### src/hdl/raster_ctrl_pkg.sv
// Controller states and startup timing.
// START_DELAY gives reset time to settle through the hierarchy
// before the first primitive is accepted.
package raster_ctrl_pkg;

    localparam int START_DELAY = 16;

    typedef logic [$clog2(START_DELAY+1)-1:0] start_cnt_t;

    typedef enum logic [2:0] {
        WAIT_START,
        IDLE,
        SCAN,
        DRAIN,
        DONE
    } ctrl_state_t;

endpackage

### src/hdl/raster_geom_pkg.sv
// Geometry types shared by the rasterizer datapath.
// The tile is fixed at 8x8 pixels, walked as 2x2 quads.
// Edge values are wide enough for any 16-bit coefficient at any 8-bit coordinate.
package raster_geom_pkg;

    // Tile edge is 1 << TILE_LOGSIZE pixels
    localparam int TILE_LOGSIZE = 3;

    // Quad column (or row) index bits within a tile
    localparam int QUAD_COL_BITS = TILE_LOGSIZE - 1;

    localparam int QUADS_PER_TILE = 1 << (2 * QUAD_COL_BITS);

    // Evaluator pipeline depth
    localparam int EDGE_LATENCY = 2;

    typedef logic [7:0] coord_t;

    typedef logic [4:0] tile_idx_t;

    typedef logic [2*QUAD_COL_BITS-1:0] quad_idx_t;

    typedef logic signed [15:0] coef_t;

    typedef logic signed [33:0] edge_val_t;

    // Indexed [edge][coef], coef 0 = a, 1 = b, 2 = c
    typedef coef_t [2:0][2:0] edge_coefs_t;

    // Bit 0 (x,y), bit 1 (x+1,y), bit 2 (x,y+1), bit 3 (x+1,y+1)
    typedef logic [3:0] mask_t;

    typedef logic [7:0] pid_t;

endpackage
### src/hdl/raster_unit.sv
// Tile rasterizer core.
// One primitive per transfer on prim_*, covered quads out on quad_*.
// A done beat follows the last quad of each batch ending in prim_last.
// prim_ready stays low for the startup delay after reset.
`timescale 1ns/1ps

module raster_unit (
    input  logic                         clk,
    input  logic                         reset,
    input  logic                         prim_valid,
    input  raster_geom_pkg::tile_idx_t   prim_tile_x,
    input  raster_geom_pkg::tile_idx_t   prim_tile_y,
    input  raster_geom_pkg::edge_coefs_t prim_edges,
    input  raster_geom_pkg::pid_t        prim_pid,
    input  logic                         prim_last,
    input  logic                         quad_ready,
    output logic                         prim_ready,
    output logic                         quad_valid,
    output raster_geom_pkg::coord_t      quad_pos_x,
    output raster_geom_pkg::coord_t      quad_pos_y,
    output raster_geom_pkg::mask_t       quad_mask,
    output raster_geom_pkg::pid_t        quad_pid,
    output logic                         quad_done
);
    import raster_geom_pkg::*;

    logic        start;
    logic        load;
    logic        walk_finish;
    logic        eval_busy;
    logic        buf_ready;
    logic        done_push;
    logic        issue_valid;
    logic        issue_ready;
    coord_t      issue_x;
    coord_t      issue_y;
    edge_coefs_t issue_edges;
    pid_t        issue_pid;
    logic        eval_valid;
    coord_t      eval_x;
    coord_t      eval_y;
    mask_t       eval_mask;
    pid_t        eval_pid;

    raster_start_timer timer0 (
        .clk   (clk),
        .reset (reset),
        .start (start)
    );

    raster_ctrl ctrl0 (
        .clk         (clk),
        .reset       (reset),
        .start       (start),
        .prim_valid  (prim_valid),
        .prim_last   (prim_last),
        .walk_finish (walk_finish),
        .eval_busy   (eval_busy),
        .buf_ready   (buf_ready),
        .prim_ready  (prim_ready),
        .load        (load),
        .done_push   (done_push)
    );

    raster_quad_walk walk0 (
        .clk         (clk),
        .reset       (reset),
        .load        (load),
        .prim_tile_x (prim_tile_x),
        .prim_tile_y (prim_tile_y),
        .prim_edges  (prim_edges),
        .prim_pid    (prim_pid),
        .issue_ready (issue_ready),
        .issue_valid (issue_valid),
        .issue_x     (issue_x),
        .issue_y     (issue_y),
        .issue_edges (issue_edges),
        .issue_pid   (issue_pid),
        .walk_finish (walk_finish)
    );

    raster_edge_eval eval0 (
        .clk         (clk),
        .reset       (reset),
        .issue_valid (issue_valid),
        .issue_x     (issue_x),
        .issue_y     (issue_y),
        .issue_edges (issue_edges),
        .issue_pid   (issue_pid),
        .buf_ready   (buf_ready),
        .issue_ready (issue_ready),
        .eval_valid  (eval_valid),
        .eval_x      (eval_x),
        .eval_y      (eval_y),
        .eval_mask   (eval_mask),
        .eval_pid    (eval_pid),
        .eval_busy   (eval_busy)
    );

    raster_out_buf buf0 (
        .clk        (clk),
        .reset      (reset),
        .eval_valid (eval_valid),
        .eval_x     (eval_x),
        .eval_y     (eval_y),
        .eval_mask  (eval_mask),
        .eval_pid   (eval_pid),
        .done_push  (done_push),
        .quad_ready (quad_ready),
        .buf_ready  (buf_ready),
        .quad_valid (quad_valid),
        .quad_pos_x (quad_pos_x),
        .quad_pos_y (quad_pos_y),
        .quad_mask  (quad_mask),
        .quad_pid   (quad_pid),
        .quad_done  (quad_done)
    );

endmodule

### src/hdl/raster_out_buf.sv
// Two-entry output queue; the head entry drives the quad bus directly.
// Takes either a quad beat or a done beat per cycle, never both.
// buf_ready depends only on queue state, not on quad_ready.
// Done beats carry zero position, mask and pid.
`timescale 1ns/1ps

module raster_out_buf (
    input  logic                    clk,
    input  logic                    reset,
    input  logic                    eval_valid,
    input  raster_geom_pkg::coord_t eval_x,
    input  raster_geom_pkg::coord_t eval_y,
    input  raster_geom_pkg::mask_t  eval_mask,
    input  raster_geom_pkg::pid_t   eval_pid,
    input  logic                    done_push,
    input  logic                    quad_ready,
    output logic                    buf_ready,
    output logic                    quad_valid,
    output raster_geom_pkg::coord_t quad_pos_x,
    output raster_geom_pkg::coord_t quad_pos_y,
    output raster_geom_pkg::mask_t  quad_mask,
    output raster_geom_pkg::pid_t   quad_pid,
    output logic                    quad_done
);
    import raster_geom_pkg::*;

    logic   push;
    logic   pop;
    logic   tail_valid;
    logic   tail_done;
    coord_t tail_x;
    coord_t tail_y;
    mask_t  tail_mask;
    pid_t   tail_pid;
    coord_t in_x;
    coord_t in_y;
    mask_t  in_mask;
    pid_t   in_pid;

    assign buf_ready = !tail_valid;
    assign push      = (eval_valid || done_push) && buf_ready;
    assign pop       = quad_valid && quad_ready;

    assign in_x    = eval_valid ? eval_x : '0;
    assign in_y    = eval_valid ? eval_y : '0;
    assign in_mask = eval_valid ? eval_mask : '0;
    assign in_pid  = eval_valid ? eval_pid : '0;

    always_ff @(posedge clk) begin
        if (reset) begin
            quad_valid <= 1'b0;
            tail_valid <= 1'b0;
        end else begin
            quad_valid <= push || tail_valid || (quad_valid && !pop);
            tail_valid <= (push && quad_valid && !pop) || (tail_valid && !pop);
        end
    end

    // A push never meets a full queue, so tail refill and tail-to-head never collide
    always_ff @(posedge clk) begin
        if (pop && tail_valid) begin
            {quad_done, quad_pos_x, quad_pos_y, quad_mask, quad_pid}
                <= {tail_done, tail_x, tail_y, tail_mask, tail_pid};
        end else if (push && (!quad_valid || pop)) begin
            {quad_done, quad_pos_x, quad_pos_y, quad_mask, quad_pid}
                <= {done_push, in_x, in_y, in_mask, in_pid};
        end
        if (push && quad_valid && !pop) begin
            {tail_done, tail_x, tail_y, tail_mask, tail_pid}
                <= {done_push, in_x, in_y, in_mask, in_pid};
        end
    end

    a_one_source: assert property (
        @(posedge clk) disable iff (reset)
        !(eval_valid && done_push)
    );

    a_out_stable: assert property (
        @(posedge clk) disable iff (reset)
        (quad_valid && !quad_ready) |=>
            quad_valid && $stable({quad_done, quad_pos_x, quad_pos_y, quad_mask, quad_pid})
    );

endmodule

### src/hdl/raster_edge_eval.sv
// Two-stage edge evaluator.
// Stage 1 multiplies a and b by the quad's pixel coordinates.
// Stage 2 adds c and tests all three edges for the four pixels.
// Both stages stall together while a covered quad waits on buf_ready.
// Quads with no covered pixel are dropped at the output.
`timescale 1ns/1ps

module raster_edge_eval (
    input  logic                         clk,
    input  logic                         reset,
    input  logic                         issue_valid,
    input  raster_geom_pkg::coord_t      issue_x,
    input  raster_geom_pkg::coord_t      issue_y,
    input  raster_geom_pkg::edge_coefs_t issue_edges,
    input  raster_geom_pkg::pid_t        issue_pid,
    input  logic                         buf_ready,
    output logic                         issue_ready,
    output logic                         eval_valid,
    output raster_geom_pkg::coord_t      eval_x,
    output raster_geom_pkg::coord_t      eval_y,
    output raster_geom_pkg::mask_t       eval_mask,
    output raster_geom_pkg::pid_t        eval_pid,
    output logic                         eval_busy
);
    import raster_geom_pkg::*;

    logic      enable;
    logic      s1_valid;
    logic      s2_valid;
    coord_t    s1_x;
    coord_t    s1_y;
    pid_t      s1_pid;
    edge_val_t s1_ax [3][2];
    edge_val_t s1_by [3][2];
    edge_val_t s1_c  [3];
    mask_t     mask_next;

    function automatic edge_val_t scale(coef_t k, logic [8:0] p);
        return edge_val_t'(k) * edge_val_t'(p);
    endfunction

    assign eval_valid  = s2_valid && (eval_mask != '0);
    assign enable      = !(eval_valid && !buf_ready);
    assign issue_ready = enable;
    assign eval_busy   = s1_valid || s2_valid;

    always_comb begin
        edge_val_t sum;
        mask_next = '1;
        for (int p = 0; p < 4; p++) begin
            for (int e = 0; e < 3; e++) begin
                sum = s1_ax[e][p % 2] + s1_by[e][p / 2] + s1_c[e];
                if (sum < 0) mask_next[p] = 1'b0;
            end
        end
    end

    always_ff @(posedge clk) begin
        if (reset) begin
            s1_valid <= 1'b0;
            s2_valid <= 1'b0;
        end else if (enable) begin
            s1_valid <= issue_valid;
            s2_valid <= s1_valid;
        end
    end

    always_ff @(posedge clk) begin
        if (enable) begin
            s1_x   <= issue_x;
            s1_y   <= issue_y;
            s1_pid <= issue_pid;
            for (int e = 0; e < 3; e++) begin
                s1_ax[e][0] <= scale(issue_edges[e][0], {1'b0, issue_x});
                s1_ax[e][1] <= scale(issue_edges[e][0], {1'b0, issue_x} + 9'd1);
                s1_by[e][0] <= scale(issue_edges[e][1], {1'b0, issue_y});
                s1_by[e][1] <= scale(issue_edges[e][1], {1'b0, issue_y} + 9'd1);
                s1_c[e]     <= edge_val_t'(issue_edges[e][2]);
            end
            eval_x    <= s1_x;
            eval_y    <= s1_y;
            eval_pid  <= s1_pid;
            eval_mask <= mask_next;
        end
    end

endmodule

### src/hdl/raster_quad_walk.sv
// Quad walker.
// Holds the loaded primitive and issues the tile's quads in row-major order,
// one per cycle unless issue_ready is low.
// load must only arrive while no tile is being walked.
`timescale 1ns/1ps

module raster_quad_walk (
    input  logic                         clk,
    input  logic                         reset,
    input  logic                         load,
    input  raster_geom_pkg::tile_idx_t   prim_tile_x,
    input  raster_geom_pkg::tile_idx_t   prim_tile_y,
    input  raster_geom_pkg::edge_coefs_t prim_edges,
    input  raster_geom_pkg::pid_t        prim_pid,
    input  logic                         issue_ready,
    output logic                         issue_valid,
    output raster_geom_pkg::coord_t      issue_x,
    output raster_geom_pkg::coord_t      issue_y,
    output raster_geom_pkg::edge_coefs_t issue_edges,
    output raster_geom_pkg::pid_t        issue_pid,
    output logic                         walk_finish
);
    import raster_geom_pkg::*;

    logic      active;
    logic      fire;
    quad_idx_t quad_idx;
    tile_idx_t tile_x;
    tile_idx_t tile_y;

    assign issue_valid = active;
    assign fire        = active && issue_ready;
    assign walk_finish = fire && (quad_idx == quad_idx_t'(QUADS_PER_TILE - 1));

    // Tile origin plus twice the quad column / row
    assign issue_x = (coord_t'(tile_x) << TILE_LOGSIZE)
                   + coord_t'({quad_idx[QUAD_COL_BITS-1:0], 1'b0});
    assign issue_y = (coord_t'(tile_y) << TILE_LOGSIZE)
                   + coord_t'({quad_idx[2*QUAD_COL_BITS-1:QUAD_COL_BITS], 1'b0});

    always_ff @(posedge clk) begin
        if (reset) begin
            active   <= 1'b0;
            quad_idx <= '0;
        end else if (load) begin
            active   <= 1'b1;
            quad_idx <= '0;
        end else if (fire) begin
            quad_idx <= quad_idx + 1'b1;
            if (walk_finish) active <= 1'b0;
        end
    end

    always_ff @(posedge clk) begin
        if (load) begin
            tile_x      <= prim_tile_x;
            tile_y      <= prim_tile_y;
            issue_edges <= prim_edges;
            issue_pid   <= prim_pid;
        end
    end

    a_hold_on_stall: assert property (
        @(posedge clk) disable iff (reset)
        (issue_valid && !issue_ready) |=> quad_idx == $past(quad_idx)
    );

endmodule

### src/hdl/raster_ctrl.sv
// Batch controller.
// Accepts one primitive at a time, only while IDLE.
// After the primitive flagged last, waits for the evaluator to empty
// and then holds done_push until the output queue takes it.
`timescale 1ns/1ps

module raster_ctrl (
    input  logic clk,
    input  logic reset,
    input  logic start,
    input  logic prim_valid,
    input  logic prim_last,
    input  logic walk_finish,
    input  logic eval_busy,
    input  logic buf_ready,
    output logic prim_ready,
    output logic load,
    output logic done_push
);
    import raster_geom_pkg::*;
    import raster_ctrl_pkg::*;

    ctrl_state_t state;
    ctrl_state_t state_next;
    logic        last_q;
    quad_idx_t   scan_cnt;

    assign prim_ready = (state == IDLE);
    assign load       = prim_valid && prim_ready;
    assign done_push  = (state == DONE);

    always_comb begin
        state_next = state;
        case (state)
            WAIT_START: if (start) state_next = IDLE;
            IDLE:       if (load) state_next = SCAN;
            SCAN:       if (walk_finish) state_next = last_q ? DRAIN : IDLE;
            DRAIN:      if (!eval_busy) state_next = DONE;
            DONE:       if (buf_ready) state_next = IDLE;
            default:    state_next = WAIT_START;
        endcase
    end

    always_ff @(posedge clk) begin
        if (reset) begin
            state    <= WAIT_START;
            last_q   <= 1'b0;
            scan_cnt <= '0;
        end else begin
            state <= state_next;
            if (load) begin
                last_q   <= prim_last;
                scan_cnt <= '0;
            end else if (state == SCAN && scan_cnt != '1) begin
                scan_cnt <= scan_cnt + 1'b1;
            end
        end
    end

    a_load_idle: assert property (
        @(posedge clk) disable iff (reset)
        load |-> state == IDLE
    );

    // Walker cannot finish a tile faster than one quad per cycle
    a_walk_min: assert property (
        @(posedge clk) disable iff (reset)
        walk_finish |-> state == SCAN && scan_cnt == quad_idx_t'(QUADS_PER_TILE - 1)
    );

endmodule

### src/hdl/raster_start_timer.sv
// Startup delay after reset.
// start pulses for one cycle START_DELAY cycles after reset is released,
// then stays low until the next reset.
`timescale 1ns/1ps

module raster_start_timer (
    input  logic clk,
    input  logic reset,
    output logic start
);
    import raster_ctrl_pkg::*;

    start_cnt_t start_cnt;

    always_ff @(posedge clk) begin
        if (reset) begin
            start_cnt <= start_cnt_t'(START_DELAY);
            start     <= 1'b0;
        end else begin
            if (start_cnt != '0) begin
                start_cnt <= start_cnt - 1'b1;
            end
            // Fires as the count reaches zero
            start <= (start_cnt == start_cnt_t'(1));
        end
    end

    a_start_single: assert property (
        @(posedge clk) disable iff (reset)
        start |=> !start
    );

endmodule

### config.mk
export PLATFORM = sky130hd
export DESIGN_NAME = raster_unit
export DESIGN_NICKNAME = d
export VERILOG_FILES = /design/src/hdl/raster_ctrl_pkg.sv /design/src/hdl/raster_geom_pkg.sv /design/src/hdl/raster_unit.sv /design/src/hdl/raster_out_buf.sv /design/src/hdl/raster_edge_eval.sv /design/src/hdl/raster_quad_walk.sv /design/src/hdl/raster_ctrl.sv /design/src/hdl/raster_start_timer.sv
export SDC_FILE = /design/constraint.sdc
export NUM_CORES = 2
export LEC_CHECK = 0
export ABC_AREA = 1
export BUFFER_PORTS_ARGS = -buffer_cell sky130_fd_sc_hd__buf_4
export CAP_MARGIN = 15
export CORE_UTILIZATION = 66
export DETAILED_ROUTE_END_ITERATION = 10
export PLACE_DENSITY = 0.89
export SLEW_MARGIN = 20
export SYNTH_ARGS = -nofsm -noshare
export SYNTH_HDL_FRONTEND = slang
export SYNTH_SLANG_ARGS = --single-unit
### constraint.sdc
create_clock -name clk -period 6.5 [get_ports clk]
set_input_delay 1.3 -clock clk [delete_from_list [all_inputs] [get_ports clk]]
set_output_delay 1.3 -clock clk [all_outputs]
set_load 0.02 [all_outputs]
== Word level (Yosys, flattened, before mapping) ==
Memory sizes are Yosys's and may differ from the RTL's.
Index checks and enable logic that the tools add are counted.
Operators by class
  add/sub/neg operators: 30
  multipliers: 12
  magnitude comparators: 12
  equality and inequality tests: 11
  multiplexer cells: 29
  reductions and logical operators: 36
Operators by type and width (number)
  34-bit adder: 24
  34-bit by 1-bit less-than comparator with 1-bit output (second input constant): 12
  16-bit by 10-bit multiplier with 26-bit output: 6
  16-bit by 9-bit multiplier with 25-bit output: 6
  8-bit two-way mux: 9
  8-bit by 1-bit adder with 9-bit output (second input constant): 2
  8-bit by 3-bit adder with 8-bit output: 2
  3-bit two-way mux: 5
  3-bit one-hot mux with 5 select lines: 1
  1-bit logical AND: 13
  4-bit two-way mux: 3
  1-bit two-way mux: 10
  2-bit OR reduction: 5
  2-bit inequality test (second input constant): 4
  3-bit by 2-bit equality test with 1-bit output (second input constant): 2
  1-bit logical OR: 6
  2-bit nonzero test: 3
  5-bit by 1-bit equality test with 1-bit output (second input constant): 1
  5-bit AND reduction: 1
  5-bit nonzero test: 1
  5-bit by 1-bit subtractor with 5-bit output (second input constant): 1
  4-bit by 1-bit adder with 4-bit output (second input constant): 1
  4-bit equality test (second input constant): 1
  1-bit logical NOT: 4
  other kinds (7): 7
Word-level totals
  bits in registers: 291
  memory bits (writable): 510
  output and inout bits: 31
  logic and storage cells: 175
  memories kept: 3
Memories
  eval0.s1_ax: depth 3, width 68, read ports 3, clocked after memory_dff 0, write ports 3, line raster_edge_eval.sv:33  | edge_val_t s1_ax [3][2];
  eval0.s1_by: depth 3, width 68, read ports 3, clocked after memory_dff 0, write ports 3, line raster_edge_eval.sv:34  | edge_val_t s1_by [3][2];
  eval0.s1_c: depth 3, width 34, read ports 3, clocked after memory_dff 0, write ports 3, line raster_edge_eval.sv:35  | edge_val_t s1_c [3];

== Logic depth before layout (Yosys ltp) ==
  depth after elaboration: 9
  gate-level depth with buffers: 24
  gate-level depth less buffers: 22

== By module ==
Synthesis repeated with hierarchy kept, for this count alone.
Second synthesis, totals
  cells, all modules: 10263
  area total of the unflattened synthesis: 93946.4 sq um
Modules (own cells, without submodules)
  raster_edge_eval: times used 1, cells each 9786, area an instance 85891.1 sq um, sequential area each 12231.7 sq um
  raster_quad_walk: times used 1, cells each 197, area an instance 5122.4 sq um, sequential area each 4964.8 sq um
  raster_out_buf: times used 1, cells each 200, area an instance 2377.3 sq um, sequential area each 1781.7 sq um
  raster_start_timer: times used 1, cells each 39, area an instance 290.3 sq um, sequential area each 120.1 sq um
  raster_ctrl: times used 1, cells each 41, area an instance 265.3 sq um, sequential area each 80.1 sq um

== Worst setup path after synthesis ==
No wires, ideal clock.
  path type: register to register
  start: reg walk0.quad_idx[1]
  end: mem eval0.s1_ax[0][21] (netlist name), data pin
  arrival: 4.890 ns
  data required time: 6.241 ns
  setup slack: 1.351 ns
  stages on the path, launching flop included: 25
  buffers on the path: 3
  period minus slack after synthesis: 5.149 ns
  cells stage by stage: dfxtp_1 -> clkbuf_1 -> clkbuf_1 -> clkbuf_1 -> nand2_1 -> inv_1 -> fa_1 -> fa_1 -> inv_1 -> fa_1 -> inv_1 -> fa_1 -> inv_1 -> fa_1 -> inv_1 -> ha_1 -> nand2_1 -> nor2_1 -> nor2_1 -> nand2_2 -> a21oi_2 -> o21ai_2 -> nand2_1 -> nand2_1 -> xor2_1
RTL lines
  from (decl): line raster_quad_walk.sv:27  | quad_idx_t quad_idx;
  from (signal assigned): line raster_quad_walk.sv:49  | quad_idx <= quad_idx + 1'b1;
  to (decl): line raster_edge_eval.sv:33

==> flow_summary.json <==
{
  "design_area_um2": 92300,
  "yosys-top-cells-area": "fa_1, edfxtp_1, ha_1",
  "dpl_cell_area_um2": 89800,
  "antenna_found_initial": 6,
  "clk_pin_slew_ns": 0.06,
  "root_buffer": "clkbuf_16",
  "gr-total-overflow": 0,
  "yosysWarnings": 0,
  "syn_avg_cell_area_um2": 9.56,
  "drt_wl_total_um": 216000,
  "synth_seq_cells": 631,
  "finalCriticalPeriod_ns": 5.82,
  "drtIter0Drc": 5207,
  "drv_slew": 0,
  "crit_path_max_fanout": 21,
  "wire_per_inst_um": 19.7,
  "maxCapViolations": 0,
  "cts_hold_buffers": 0,
  "critPathKind": "register to register",
  "n_fill_cell": 8899,
  "syn2layout_area_growth_pct": 6.89,
  "final_hold_viol_count": 0,
  "htreeDepth": 3,
  "postCtsSetupRepairBufs": 0,
  "firstDrtPassIters": 8,
  "io_buffers": 195,
  "cp.arrival_ns": 6.27,
  "via_per_inst": 5.64,
  "max_slew_margin_pct": 28.8,
  "io_pins": 198,
  "start_util_pct": 66.6,
  "multi_input_area_um2": 57400,
  "synth_most_common_cell": "inv_1",
  "grt_pass1_vias": 68100,
  "yosys-top-cells-count": "inv_1, nand2_1, fa_1",
  "drive_gt1_share_pct": 4.92,
  "ys.flop_type": "edfxtp_1",
  "postSynth.asyncResetShare_pct": 0,
  "fin_cells": 11000,
  "seq_area_um2": 18800,
  "start_kind": "register",
  "worst_slew_pin_slew_ns": 1.07,
  "grt_usage_pct": 33.8,
  "hold_path.class": "register to register",
  "ys_types": 54,
  "outcome": "finished, final reports clean",
  "core_um2": 130000,
  "hpwl_um": 178000,
  "min_period_over_period_pct": 89.5,
  "syn_area_um2": 86400,
  "synth.largest_area_cell": "fa_1",
  "synth_edf_count": 612,
  "synthCells": 9038,
  "num_vias": 61900,
  "fp-row-count": 132,
  "fin_skew_ns": 0.0480,
  "setup_violations": 0,
  "die_y_um": 364,
  "ant_nets": 0,
  "grt_pass1_wl_um": 347000,
  "required_ns": 6.95,
  "fin_nets": 11800,
  "drc": 0,
  "cts_buffer_depth": 3,
  "yosysSeqAreaShare_pct": 21.7,
  "synth.top_cell.area_share_pct": 31.6,
  "fin_tns_setup_ns": 0,
  "rsz0062_at_grt": "false",
  "ctsResizeCount": 0,
  "cts_buffers": 77,
  "die_w_um": 364,
  "fmax_mhz": 172,
  "worstSetupEndpointType": "register",
  "dieArea_um2": 132000,
  "tritoncts": "yes",
  "clock_sinks": 631,
  "clock_latency_ns": 0.72,
  "place_inst": 10800,
  "gp_congestion": 0.954,
  "fin_util_pct": 71.2,
  "grt_max_degree": 166
}
==> flip-flops by register name, indices dropped and copies added (netlist names), 5 cells and up <==
signal / flops
eval0.eval_pid: 8
eval0.s1_c: 48
buf0.tail_pid: 8
eval0.eval_x: 7
eval0.s1_y: 7
eval0.s1_x: 7
buf0.quad_pid: 8
eval0.s1_by: 150
timer0.start_cnt: 5
eval0.s1_pid: 8
walk0.issue_pid: 8
eval0.eval_y: 7
walk0.tile_x: 5
buf0.tail_x: 7
walk0.issue_edges: 144
buf0.quad_pos_y: 7
walk0.tile_y: 5
buf0.quad_pos_x: 7
buf0.tail_y: 7
eval0.s1_ax: 150
==> path summary, 6_finish.rpt <==
| path | from | end | slack (ns) | cells after the start |
|---|---|---|---|---|
| setup / recovery | walk0.tile_y[0] | eval0.s1_by[2][24] | 0.68 | 19 |
| hold / removal | walk0.issue_edges[139] | eval0.s1_c[0][79] | 0.41 | 0 |
| setup reg to reg | walk0.tile_y[0] | eval0.s1_by[2][24] | 0.68 | 19 |
| hold reg to reg | walk0.issue_edges[139] | eval0.s1_c[0][79] | 0.41 | 0 |
==> layer usage <==
layer / GRT usage, % / vias up / part of all wire (%)
li1: - / 28000 / -
met1: 38.8 / 30300 / 35
met2: 59.3 / 2715 / 50
met3: 5.65 / 912 / 7.4
met4: 20.6 / 10 / 6.9
met5: 0 / - / 0.031
==> cells in the final DEF (no fill, tap or decap), drive strengths merged, types with 52 or more instances in the layout <==
cell type	Yosys	final
a21o	52	52
a21oi	429	429
buf	50	227
clkbuf	113	84
edfxtp	612	612
fa	1365	1365
ha	1074	1074
inv	2542	2551
nand2	1442	1442
nand3	157	157
nor2	269	269
nor3	67	67
o21ai	203	203
o21bai	75	75
xnor2	120	120
xor2	245	245
==> worst max-delay path, cell delays in order, from the launching register on <==
cell,delay (ns)
edfxtp_1,0.67
buf_4,0.40
nand2_1,0.15
fa_1,0.59
inv_1,0.14
fa_1,0.55
inv_1,0.07
fa_1,0.47
inv_1,0.05
fa_1,0.47
inv_1,0.05
fa_1,0.48
inv_1,0.05
ha_1,0.34
inv_1,0.08
nor3_1,0.31
and2_1,0.21
nand3_1,0.08
o211ai_1,0.30
xor2_1,0.12
==> logic make-up (layout without fill, tap and decap cells) <==
| group | count (synthesis) | after routing | synth area share [%] |
|---|---|---|---|
| flops | 631 | 631 | 21.7 |
| simple gates | 2010 | 2010 | 9.45 |
| xor+xnor | 365 | 365 | 3.70 |
| fa+ha+maj | 2439 | 2439 | 47.2 |
| buf+inv | 2705 | 2911 | 11.8 |
| other cells | 1 | 3 | 0.00434 |
| compound gates | 887 | 887 | 6.12 |
==> through the flow <==
step	setup slack [ns]	hold WS (ns)
floorplan	1.35	0.400
global placement	0.845	0.400
detailed placement	0.744	0.405
CTS	0.756	0.411
global route	0.410	0.421
finish	0.684	0.413
==> layout make-up <==
type / count / share of cell area, %
antenna: 1 / 0.00271
clock buffer: 84 / 2.13
clock inverter: 58 / 0.641
inverter: 2542 / 10.3
multi-input combinational: 5703 / 62.2
sequential: 631 / 20.3
tap: 1742 / 2.36
timing repair buffer: 227 / 1.98
Power is not shown: default switching activity piles up to over one toggle a cycle in this logic, so the estimate is an artifact.
